==> src/design/pt_walk_pkg.sv <==
// Page table walker package with table format constants, entry types and port structs
package pt_walk_pkg;

    // ==================================================
    // Table format
    // ==================================================

    // Each 4 KB table page holds 512 entries, so one level consumes 9 VA bits
    localparam int PT_IDX_W          = 9;
    localparam int PT_MAX_DEPTH      = 4;

    // A 512-bit host line carries 8 entries of 64 bits
    localparam int PT_ENTRY_W        = 64;
    localparam int LINE_DATA_W       = 512;
    localparam int PT_WORDS_PER_LINE = 8;
    localparam int PT_WORD_IDX_W     = 3;
    localparam int PT_LINE_IDX_W     = 6;

    // Physical 4 KB page index and line address widths
    localparam int PA_PAGE_W         = 36;
    localparam int LINE_ADDR_W       = 42;

    // Byte offset of a 4 KB page, where the next page field starts in an entry
    localparam int PT_PAGE_SHIFT     = 12;

    // ==================================================
    // Basic types
    // ==================================================

    typedef logic [PT_IDX_W-1:0] t_pt_idx;

    // Element 3 holds the root level index, taken from the top VA bits
    typedef t_pt_idx [PT_MAX_DEPTH-1:0] t_pt_idx_vec;

    typedef logic [$clog2(PT_MAX_DEPTH)-1:0] t_walk_depth;

    typedef logic [PT_IDX_W*PT_MAX_DEPTH-1:0] t_va_page;
    typedef logic [PA_PAGE_W-1:0]             t_pa_page;
    typedef logic [LINE_ADDR_W-1:0]           t_line_addr;
    typedef logic [LINE_DATA_W-1:0]           t_line_data;

    // ==================================================
    // Entry and port structs
    // ==================================================

    // Status bits of an entry
    // Bit 1 flags a missing translation, bit 0 a terminal entry
    typedef struct packed {
        logic error;
        logic terminal;
    } t_walk_status;

    // Decoded entry as seen by the control and address logic
    typedef struct packed {
        t_walk_status status;
        t_pa_page     next_page;
    } t_pt_entry_next;

    // Completed translation sent to the TLB
    typedef struct packed {
        t_va_page va;
        t_pa_page pa;
        logic     big_page;
    } t_tlb_fill;

    // Control registers seen by the walker
    typedef struct packed {
        logic     enable;
        logic     base_valid;
        t_pa_page base;
    } t_walk_csr;

endpackage

==> src/design/pt_walk_ctrl.sv <==
// Page walk FSM issuing request, read and fill handshakes and datapath strobes
`timescale 1ns/1ps

module pt_walk_ctrl
    import pt_walk_pkg::*;
(
    input  logic         clk,
    input  logic         reset,
    input  logic         csr_ok,
    input  logic         req_en,
    output logic         req_rdy,
    input  logic         read_rdy,
    output logic         read_en,
    input  logic         entry_valid,
    input  t_walk_status entry_status,
    input  t_walk_depth  depth,
    input  logic         fill_rdy,
    output logic         fill_en,
    output logic         big_page,
    output logic         walk_start,
    output logic         level_advance,
    output logic         page_load,
    output logic         not_present,
    output logic         busy
);

    typedef enum logic [2:0] {
        ST_IDLE,
        ST_READ_REQ,
        ST_WAIT_RSP,
        ST_DECIDE,
        ST_DONE,
        ST_ERROR
    } t_walk_state;

    t_walk_state state;

    // One-hot copies of idle and done keep the handshake paths short
    logic        state_is_idle;
    logic        state_is_done;

    // Table root is usable
    logic        initialized;

    // Decision terms for the current entry
    logic        last_level;
    logic        go_error;
    logic        go_done;

    // ==================================================
    // Decision logic
    // ==================================================

    assign last_level = (depth == t_walk_depth'(PT_MAX_DEPTH - 1));

    // Missing entry, or still not terminal at the deepest level
    assign go_error = entry_status.error || (!entry_status.terminal && last_level);
    assign go_done  = !go_error && entry_status.terminal;

    // ==================================================
    // Handshakes and strobes
    // ==================================================

    // Only one walk in flight
    assign req_rdy    = initialized && state_is_idle;
    assign walk_start = req_en && req_rdy;

    // Address stays put while read_rdy is low
    assign read_en    = (state == ST_READ_REQ) && read_rdy;

    assign fill_en    = state_is_done && fill_rdy;

    // Next page copied on every decision
    // After a terminal entry it becomes the translated page
    assign page_load     = (state == ST_DECIDE);
    assign level_advance = (state == ST_DECIDE) && !go_error && !go_done;

    assign busy = !state_is_idle;

    always_ff @(posedge clk)
    begin
        if (reset)
        begin
            initialized <= 1'b0;
        end
        else
        begin
            initialized <= csr_ok;
        end
    end

    // ==================================================
    // State transitions
    // ==================================================

    always_ff @(posedge clk)
    begin
        if (reset)
        begin
            state         <= ST_IDLE;
            state_is_idle <= 1'b1;
            state_is_done <= 1'b0;
            not_present   <= 1'b0;
        end
        else
        begin
            case (state)
                ST_IDLE:
                begin
                    if (walk_start)
                    begin
                        state         <= ST_READ_REQ;
                        state_is_idle <= 1'b0;
                    end
                end

                ST_READ_REQ:
                begin
                    if (read_en)
                    begin
                        state <= ST_WAIT_RSP;
                    end
                end

                ST_WAIT_RSP:
                begin
                    // Registered entry of this level is ready
                    if (entry_valid)
                    begin
                        state <= ST_DECIDE;
                    end
                end

                ST_DECIDE:
                begin
                    if (go_error)
                    begin
                        state <= ST_ERROR;
                    end
                    else if (go_done)
                    begin
                        state         <= ST_DONE;
                        state_is_done <= 1'b1;
                    end
                    else
                    begin
                        state <= ST_READ_REQ;
                    end
                end

                ST_DONE:
                begin
                    if (fill_en)
                    begin
                        state         <= ST_IDLE;
                        state_is_idle <= 1'b1;
                        state_is_done <= 1'b0;
                    end
                end

                ST_ERROR:
                begin
                    // Held until reset
                    not_present <= 1'b1;
                end

                default:
                begin
                    state <= ST_IDLE;
                end
            endcase
        end
    end

    // Level 2 terminal maps a 2 MB page, level 3 a 4 KB page
    always_ff @(posedge clk)
    begin
        if (state == ST_DECIDE)
        begin
            big_page <= (depth == t_walk_depth'(PT_MAX_DEPTH - 2));
        end
    end

endmodule

==> src/design/pt_va_index.sv <==
// VA capture with per-level index vector and walk depth counter
`timescale 1ns/1ps

module pt_va_index
    import pt_walk_pkg::*;
(
    input  logic        clk,
    input  logic        walk_start,
    input  logic        level_advance,
    input  t_va_page    req_va,
    output t_va_page    va,
    output t_pt_idx_vec idx_vec,
    output t_walk_depth depth
);

    // VA page split into 9-bit indices, root index in the top element
    t_pt_idx_vec req_idx_vec;

    assign req_idx_vec = req_va;

    // ==================================================
    // VA and depth
    // ==================================================

    // VA kept whole for the fill
    always_ff @(posedge clk)
    begin
        if (walk_start)
        begin
            va <= req_va;
        end
    end

    // Walk always starts at the root
    always_ff @(posedge clk)
    begin
        if (walk_start)
        begin
            depth <= '0;
        end
        else if (level_advance)
        begin
            depth <= depth + t_walk_depth'(1);
        end
    end

    // ==================================================
    // Index vector
    // ==================================================

    // Shift up one element per level so the live index stays on top
    always_ff @(posedge clk)
    begin
        if (walk_start)
        begin
            idx_vec <= req_idx_vec;
        end
        else if (level_advance)
        begin
            for (int i = PT_MAX_DEPTH - 1; i > 0; i--)
            begin
                idx_vec[i] <= idx_vec[i-1];
            end
            // Emptied bottom slot
            idx_vec[0] <= '0;
        end
    end

endmodule

==> src/design/pt_page_addr.sv <==
// Current table page register and host line read address
`timescale 1ns/1ps

module pt_page_addr
    import pt_walk_pkg::*;
(
    input  logic       clk,
    input  logic       walk_start,
    input  logic       page_load,
    input  t_pa_page   root,
    input  t_pa_page   next_page,
    input  t_pt_idx    level_idx,
    output t_line_addr read_addr,
    output t_pa_page   pa
);

    // Page being read, or the translated page once the walk ends
    t_pa_page cur_page;

    // Line inside the page, from the upper index bits
    logic [PT_LINE_IDX_W-1:0] line_idx;

    always_ff @(posedge clk)
    begin
        if (walk_start)
        begin
            cur_page <= root;
        end
        else if (page_load)
        begin
            cur_page <= next_page;
        end
    end

    assign line_idx = level_idx[PT_IDX_W-1 -: PT_LINE_IDX_W];

    // Page index above the 64 lines of one page
    assign read_addr = {cur_page, line_idx};

    assign pa = cur_page;

endmodule

==> src/design/pt_rsp_decode.sv <==
// Read response register stage with entry select and status and next page decode
`timescale 1ns/1ps

module pt_rsp_decode
    import pt_walk_pkg::*;
(
    input  logic                     clk,
    input  logic                     reset,
    input  logic                     read_data_en,
    input  t_line_data               read_data,
    input  logic [PT_WORD_IDX_W-1:0] word_idx,
    output t_pt_entry_next           entry,
    output logic                     entry_valid
);

    // ==================================================
    // Response register stage
    // ==================================================

    t_line_data line_q;

    // Line viewed as its 8 entries
    logic [PT_WORDS_PER_LINE-1:0][PT_ENTRY_W-1:0] line_words;
    logic [PT_ENTRY_W-1:0]                        word;

    always_ff @(posedge clk)
    begin
        if (reset)
        begin
            entry_valid <= 1'b0;
        end
        else
        begin
            entry_valid <= read_data_en;
        end
    end

    // Line held until the next response so the decision sees a stable entry
    always_ff @(posedge clk)
    begin
        if (read_data_en)
        begin
            line_q <= read_data;
        end
    end

    // ==================================================
    // Entry select and decode
    // ==================================================

    assign line_words = line_q;
    assign word       = line_words[word_idx];

    // Unwritten entries are all ones, so bit 1 also catches them
    assign entry.status.error    = word[1];
    assign entry.status.terminal = word[0];
    assign entry.next_page       = word[PT_PAGE_SHIFT +: PA_PAGE_W];

endmodule

==> src/design/pt_walk_top.sv <==
// Page table walker top level joining the walk FSM with the index, address and decode paths
`timescale 1ns/1ps

module pt_walk_top
    import pt_walk_pkg::*;
(
    input  logic       clk,
    input  logic       reset,

    // Control registers
    input  t_walk_csr  csr,

    // TLB miss request
    input  logic       req_en,
    input  t_va_page   req_va,
    output logic       req_rdy,

    // Host memory line reads
    input  logic       read_rdy,
    output logic       read_en,
    output t_line_addr read_addr,
    input  logic       read_data_en,
    input  t_line_data read_data,

    // TLB fill
    input  logic       fill_rdy,
    output logic       fill_en,
    output t_tlb_fill  fill,

    // Status
    output logic       not_present,
    output logic       busy
);

    // Walker may only run with a valid table root
    logic           csr_ok;

    // Strobes from the FSM
    logic           walk_start;
    logic           level_advance;
    logic           page_load;
    logic           big_page;

    // Walk context
    t_va_page       va;
    t_pt_idx_vec    idx_vec;
    t_walk_depth    depth;
    t_pa_page       pa;

    // Decoded entry of the current level
    t_pt_entry_next entry;
    logic           entry_valid;

    assign csr_ok = csr.enable && csr.base_valid;

    // ==================================================
    // Walk FSM
    // ==================================================

    pt_walk_ctrl u_pt_walk_ctrl (
        .clk           (clk),
        .reset         (reset),
        .csr_ok        (csr_ok),
        .req_en        (req_en),
        .req_rdy       (req_rdy),
        .read_rdy      (read_rdy),
        .read_en       (read_en),
        .entry_valid   (entry_valid),
        .entry_status  (entry.status),
        .depth         (depth),
        .fill_rdy      (fill_rdy),
        .fill_en       (fill_en),
        .big_page      (big_page),
        .walk_start    (walk_start),
        .level_advance (level_advance),
        .page_load     (page_load),
        .not_present   (not_present),
        .busy          (busy)
    );

    // ==================================================
    // Datapath
    // ==================================================

    pt_va_index u_pt_va_index (
        .clk           (clk),
        .walk_start    (walk_start),
        .level_advance (level_advance),
        .req_va        (req_va),
        .va            (va),
        .idx_vec       (idx_vec),
        .depth         (depth)
    );

    // Current level index always sits in the top element
    pt_page_addr u_pt_page_addr (
        .clk        (clk),
        .walk_start (walk_start),
        .page_load  (page_load),
        .root       (csr.base),
        .next_page  (entry.next_page),
        .level_idx  (idx_vec[PT_MAX_DEPTH-1]),
        .read_addr  (read_addr),
        .pa         (pa)
    );

    // Low index bits pick the entry inside the returned line
    pt_rsp_decode u_pt_rsp_decode (
        .clk          (clk),
        .reset        (reset),
        .read_data_en (read_data_en),
        .read_data    (read_data),
        .word_idx     (idx_vec[PT_MAX_DEPTH-1][PT_WORD_IDX_W-1:0]),
        .entry        (entry),
        .entry_valid  (entry_valid)
    );

    // Fill result
    assign fill = '{va: va, pa: pa, big_page: big_page};

endmodule

==> config.mk <==
export PLATFORM = sky130hd
export DESIGN_NAME = pt_walk_top
export DESIGN_NICKNAME = d
export VERILOG_FILES = /design/src/design/pt_walk_pkg.sv /design/src/design/pt_walk_ctrl.sv /design/src/design/pt_va_index.sv /design/src/design/pt_page_addr.sv /design/src/design/pt_rsp_decode.sv /design/src/design/pt_walk_top.sv
export SDC_FILE = /design/constraint.sdc
export NUM_CORES = 1
export LEC_CHECK = 0
export BUFFER_PORTS_ARGS = -buffer_cell sky130_fd_sc_hd__buf_4
export CORE_AREA = 10 10 268 270
export DETAILED_ROUTE_END_ITERATION = 8
export DIE_AREA = 0 0 278 280
export GPL_TIMING_DRIVEN = 0
export PLACE_DENSITY = 0.55
export SLEW_MARGIN = 40
export SYNTH_ARGS = -nofsm -noshare
export SYNTH_HDL_FRONTEND = slang
export SYNTH_SLANG_ARGS = --single-unit
export TNS_END_PERCENT = 100
==> constraint.sdc <==
create_clock -name clk -period 4 [get_ports clk]
set_input_delay 0.4 -clock clk [delete_from_list [all_inputs] [get_ports clk]]
set_output_delay 0.4 -clock clk [all_outputs]
set_load 0.1 [all_outputs]
==> results.md, run 1 <==
- Critical path class: flop to flop
- Worst Reg-to-Reg Cells: 6
- Synth top area share: between 70% and 80%
- Pin count of the biggest net entering global routing: 76
- Std-Cell Rows: 95
- Total gr overflow: 0
- Post-Route WL: around 57,000 um
- Synth Area in XOR/XNOR: 0%
- Drt first-iter violations: roughly 580
- Critical path arrival: 3.07 ns
- TritonRoute pass-1 iters: 5
- Clock Latency Late Sink: ~0.60 ns
- Fin Clk Skew: ~0.036 ns
- Post-Synthesis Cell Area: ~16,000 sq um
- Critical-path maximum fanout: 21
- Final Max Tran Viols: 0
- CORE AREA: approximately 67,000 sq um
- CTS max path bufs: 3
- Tightest Pin Transition: ~0.8 ns
- Largest area contributor in the netlist: edfxtp_1
- Overall power: between 10,000 and 15,000 uW
- Post-synthesis mux area share: between 10% and 20%
- Status: finished clean
- Commonest cells post-synth: edfxtp_1 (413), nand2_1 (125), mux4_2 (76)
- Post-layout worst setup margin: 1.21 ns
- Final Hold Vio Count: 0
- Layout cells sized above 1: between 40% and 50%
- P&R area growth vs syn: 62.2%
- Die height: 280 um
- Post-synthesis sequential area ratio: between 70% and 80%
- Post-Synth Simple-Gate Area: roughly 4.0%
- Largest family of logic cells by synthesized area: multiplexers
- Top post-synthesis cells by area: edfxtp_1 (77%), mux4_2 (11%), nand2_1 (2.9%), mux2i_1 (2.5%), buf_4 (2.0%)
- Die area: around 78,000 sq um
- R2R Setup Slk: between 1 and 1.5 ns
- Critical Path, Cell by Cell: clkbuf_2 > mux4_2 > mux2_4 > nor4_4 > or2_2 > buf_16
- CTS buffer count: 49
- Clock sinks: 423
- Compound-Gate Fraction of Synth Area: under 10%
- Slowest CP cell: or2_2
- Max-Slew Margin vs Limit: between 40% and 50%
- ANT nets after route: 0
- Yosys cell types: 30
- Crit path max-delay family: multiplexers
- Hold depth: 1
- Setup violations, final: 0
- DP Cell Count: 2,215
- Adder-cell share of the synthesized area: less than 1%
- Initial Utilization: between 20% and 30%
- Residual DRC count: 0
- HPWL after DPL: approximately 40,000 um
- Top-count cell post-synth: edfxtp_1
- Post-synth EDFFs: between 400 and 500
- Final min period: 2.79 ns
- PwrDens: slightly above 400 nW/um^2
- First-pass GRT wire length: between 80,000 and 90,000 um
- Worst-path clk slew: around 0.06 ns
- GRT Total Usage: 13.9%
- CP Data Required Time: between 4 and 5 ns
- RSZ-0062 raised after global routing: no
- Cell Count, Final, Fillers Out: roughly 2,600
- Ys Warns: 0
- Average wire per standard cell: approximately 21 um
- Period utilization: around 70%
- Die Width: ~280 um
- # port buffers: approximately 500
- Cells after Synth: about 830
- Max Fclk: between 300 and 400 MHz
- Critical path launch point type: flop
- Asr flop ratio synth: 0%
- Max_cap viols: 0
- GPL Wtd Cong: around 0.77
- Dpl ws: approximately 1.1 ns
- TNS Setup: 0 ns
- Clk root buf: clkbuf_16
- Initial antenna violation count: 8
- Critical path capture point type: flop
- Pleak: between 0.01 and 0.015 uW
- H-Tree Depth: 2
- Register bit total from synthesis: about 420
- I/O pin cnt: approximately 710
- Vias: 11,000
- Mean post-synth cell area: slightly below 20 sq um
- Min-delay worst type: primary input to flop
- CP max stage delay: 0.47 ns
- Worst vdd ir: 322 uV
- Nets: 2,325
- Post-CTS setup buffers: 0
- Final design utilization: between 30% and 40%
- Via count of the first global-routing pass: roughly 12,000
- Vias per cell: slightly above 4
- Mapped Nets: 1,425
- TritonCTS clock tree: yes
- Critical path buffers and inverters: 2
- Ys flop type: edfxtp_1
- Critical path depth in cells: 6
[worst register-to-register path, cell delays in order, from the launching register on]
cell and delay [ns]:
edfxtp_1 0.45, clkbuf_2 0.42, mux4_2 0.39, mux2_4 0.31, nor4_4 0.22, or2_2 0.47
buf_16 0.23
[per-stage QoR]
stage | instance area, sq um | hold WS (ns)
CTS | 26200 | 0.00187
detailed placement | 21300 | 0.476
global route | 26200 | 0.0106
finish | 26200 | 0.0464
global placement | 21000 | 0.459
floorplan | 16200 | 0.452
[final timing paths]
check                                   from                          to
setup / recovery   u_pt_va_index.idx_vec[28]   u_pt_va_index.idx_vec[23]
hold / removal                    req_va[19]        u_pt_va_index.va[19]
setup reg to reg   u_pt_va_index.idx_vec[28]   u_pt_va_index.idx_vec[23]
hold reg to reg   u_pt_walk_ctrl.not_present  u_pt_walk_ctrl.not_present
[repair_timing]
action	CTS	global route
hold buffers	338	0
gates resized for setup	0	0
hold endpoints to repair	338	0
[placed cells by master, fill, tap and decap left out, types with 2 or more instances in the layout]
master         instances
a21oi_1                5
and2_1                11
buf_1                  3
buf_16                 7
buf_2                 11
buf_4                545
buf_6                  2
bufinv_16              5
clkbuf_1              23
clkbuf_16             49
clkbuf_2               6
clkinv_1              10
clkinv_2               8
clkinv_8               2
clkinvlp_4             3
dfxtp_1               10
diode_2                5
dlygate4sd3_1        338
edfxtp_1             413
ha_1                   2
inv_1                  6
inv_6                  2
mux2i_1               40
mux4_2                76
nand2_1              124
nor2_1                 5
nor2b_1                4
nor3_1                 2
o21ai_0               39
or2_2                  2
[kinds of logic (layout without fill, tap and decap cells)]
group           after synthesis  count (layout)
mux                         118             118
compound gates               48              48
flops                       423             423
other cells                   0               5
fa+ha+maj                     2               2
simple gates                153             153
buf+inv                      87            1023
[state kept, by name (all words and copies together), names as in the netlist]
| signal | flops |
|---|---|
| u_pt_rsp_decode.line_q | 304 |
| u_pt_page_addr.pa | 36 |
| u_pt_va_index.idx_vec | 36 |
| u_pt_va_index.va | 36 |
| u_pt_walk_ctrl.state | 3 |
| u_pt_va_index.depth | 2 |
| u_pt_rsp_decode.entry_valid | 1 |
| u_pt_walk_ctrl.big_page | 1 |
| u_pt_walk_ctrl.initialized | 1 |
| u_pt_walk_ctrl.not_present | 1 |
| u_pt_walk_ctrl.state_is_done | 1 |
| u_pt_walk_ctrl.state_is_idle | 1 |
[routing by layer]
metal	up-vias	part of all wire, %	global-route usage (%)
met1	5454	41	17.0
met2	411	50	23.6
met5	-	0.055	0
li1	5027	-	-
met3	82	6.8	4.05
met4	4	2.1	3.66
[layout make-up]
cell class / count / area (sq um)
well taps: 873 / 1090
flip-flops and latches: 423 / 12600
repair buffers: 849 / 7380
clock inverters: 30 / 300
multi-input cells: 321 / 3070
diodes: 5 / 12.5
fillers: 6044 / 40300
clock buffers: 57 / 1260
plain buffers: 81 / 505
inverters: 6 / 22.5
[where the power goes]
part	switching [uW]	internal (uW)
Sequential	86.5	5180
Clock	1840	2570
Combinational	547	653
Total	2470	8410
Power figures use the tool's default switching activity.
==> inputs of run 2 (changes only) <==
==> constraint.sdc (replaced) <==
create_clock -name clk -period 2.7 [get_ports clk]
set_input_delay 0.27 -clock clk [delete_from_list [all_inputs] [get_ports clk]]
set_output_delay 0.27 -clock clk [all_outputs]
set_load 0.1 [all_outputs]
==> run 2 against run 1 <==
  * First-iteration DRC count rose by 1.4%
  * Critical endpoint is now u_pt_page_addr.pa[24]
  * Via count rose by 1.1%
  * Critical path type unchanged
  * Fmax rose by 8.5%
  * Wire length rose by 1.8%
  * Total power rose by 51%
  * Core utilization rose by 0.65 points
  * Largest cell class unchanged
==> results.md, run 2 (same netlist as run 1, synthesis figures left out) <==
- # fillers: between 6,000 and 7,000
- H-Tree Depth: 2
- Min-delay worst type: primary input to flop
- Max_cap viols: 0
- Std-Cell Rows: 95
- Critical path launch point type: flop
- Critical-path maximum fanout: 10
- Worst-path clk slew: around 0.060 ns
- Pin count of the biggest net entering global routing: 73
- First-pass GRT wire length: between 80,000 and 90,000 um
- Status: finished clean
- Max-Slew Margin vs Limit: a little under half
- Critical path buffers and inverters: 2
- Vias: about 11,000
- Pleak: between 0.01 and 0.015 uW
- Die area: 77,800 sq um
- HPWL after DPL: around 41,000 um
- Nets: between 2,000 and 2,500
- Average wire per standard cell: around 21 um
- Final Hold Vio Count: 0
- Tightest Pin Transition: 0.816 ns
- CTS buffer count: 48
- Post-CTS setup buffers: 0
- Critical path arrival: roughly 2.8 ns
- Final design utilization: around two fifths
- Post-route cell area: between 20,000 and 30,000 sq um
- Die Width: approximately 280 um
- Residual DRC count: 0
- Critical Path, Cell by Cell: clkbuf_4 > clkbuf_1 > mux4_2 > mux2i_1 > o21ai_0
- Slowest CP cell: clkbuf_1
- # port buffers: 503
- Critical path capture point type: flop
- Via count of the first global-routing pass: approximately 13,000
- Clk root buf: clkbuf_16
- Number of flip-flops in the largest register: 304
- Period utilization: 95.3%
- Initial antenna violation count: 12
- Final min period: 2.57 ns
- Total gr overflow: 0
- I/O pin cnt: a little over 700
- GPL Wtd Cong: between 0.7 and 0.8
- CTS max path bufs: 3
- Setup violations, final: 0
- Most frequent cells in the layout: buf_4 (547), edfxtp_1 (413), dlygate4sd3_1 (376)
- Post-layout worst setup margin: around 0.13 ns
- Commonest non-fill, non-tap cell in the layout: buf_4
- TritonCTS clock tree: yes
- Drt first-iter violations: roughly 600
- Crit path max-delay family: buffers and inverters
- CP Data Required Time: roughly 3.0 ns
- ANT nets after route: 0
- RSZ-0062 raised after global routing: no
- TritonRoute pass-1 iters: 5
- Clock Latency Late Sink: 0.58 ns
- GRT Total Usage: between 10% and 20%
- Clock sinks: between 400 and 500
- Final Max Tran Viols: 0
- P&R area growth vs syn: 64.9%
- Fin Clk Skew: roughly 0.037 ns
- Post-Route WL: between 50,000 and 60,000 um
- Initial Utilization: around a quarter
- PwrDens: ~620 nW/um^2
- Largest Register: u_pt_rsp_decode.line_q
- Vias per cell: between 4 and 5
- Dpl ws: -0.413 ns
- Die height: 280 um
- Layout cells sized above 1: 40.8%
- Placed Area: ~21,000 sq um
- CORE AREA: around 67,000 sq um
- Critical path class: flop to flop
- Worst vdd ir: around 560 uV
- Max Fclk: between 300 and 400 MHz
- CP max stage delay: roughly 0.57 ns
[run 2: area by class of cell]
| class | instances | area (sq um) | share of cell area (%) |
|---|---|---|---|
| Clock inverter | 34 | 363 | 1.36 |
| Buffer | 81 | 524 | 1.97 |
| Multi-Input combinational cell | 322 | 3090 | 11.6 |
| Tap cell | 873 | 1090 | 4.10 |
| Sequential cell | 423 | 12600 | 47.2 |
| Inverter | 6 | 22.5 | 0.0844 |
| Clock buffer | 55 | 1270 | 4.76 |
| Antenna cell | 8 | 20.0 | 0.0751 |
| Timing Repair Buffer | 885 | 7690 | 28.8 |
[run 2: worst paths after layout]
| kind | start | to | slack, ns | cells after the start |
|---|---|---|---|---|
| worst max register to register | u_pt_va_index.idx_vec[28] | u_pt_page_addr.pa[24] | 0.13 | 5 |
| worst min register to register | u_pt_walk_ctrl.state_is_done | u_pt_walk_ctrl.state_is_done | 0.49 | 2 |
| worst min-delay path | csr[31] | u_pt_page_addr.pa[31] | 0.04 | 3 |
| worst max-delay path | u_pt_va_index.idx_vec[28] | u_pt_page_addr.pa[24] | 0.13 | 5 |
[run 2: metrics by stage]
| step | total power [uW] | cells | TNS, ns | hold slack (ns) |
|---|---|---|---|---|
| after global placement | 9260 | 2207 | -362.75 | 0.449 |
| final | 16400 | 2687 | 0 | 0.0414 |
| after floorplan | 8480 | 831 | 0 | 0.342 |
| after global routing | 17100 | 2684 | 0 | 0.0327 |
| after detailed placement | 9300 | 2213 | -14.66 | 0.449 |
| after CTS | 16700 | 2679 | 0 | 0.000777 |
[run 2: what timing repair did]
action,CTS,global route
hold endpoints to repair,414,0
setup endpoints to repair,42,39
cloned,1,0
hold buffers,376,0
gates resized for setup,12,5
[run 2: where the power goes]
group          leakage [uW]  internal [uW]  switching [uW]
clock network      0.000792           4050            2750
logic               0.00558           1000             825
registers           0.00403           7680             123
[run 2: layer usage]
layer	wire [um]	GRT usage, %	up-vias
met1	23600	17.3	5514
met4	1190	4.12	4
met3	3280	3.40	77
met2	29400	24.8	404
met5	27	0	-
li1	-	-	5097
[run 2: worst reg2reg max path: stages (launching register included)]
cell      delay [ns]
edfxtp_1        0.49
clkbuf_4        0.36
clkbuf_1        0.59
mux4_2          0.49
mux2i_1         0.16
o21ai_0         0.17
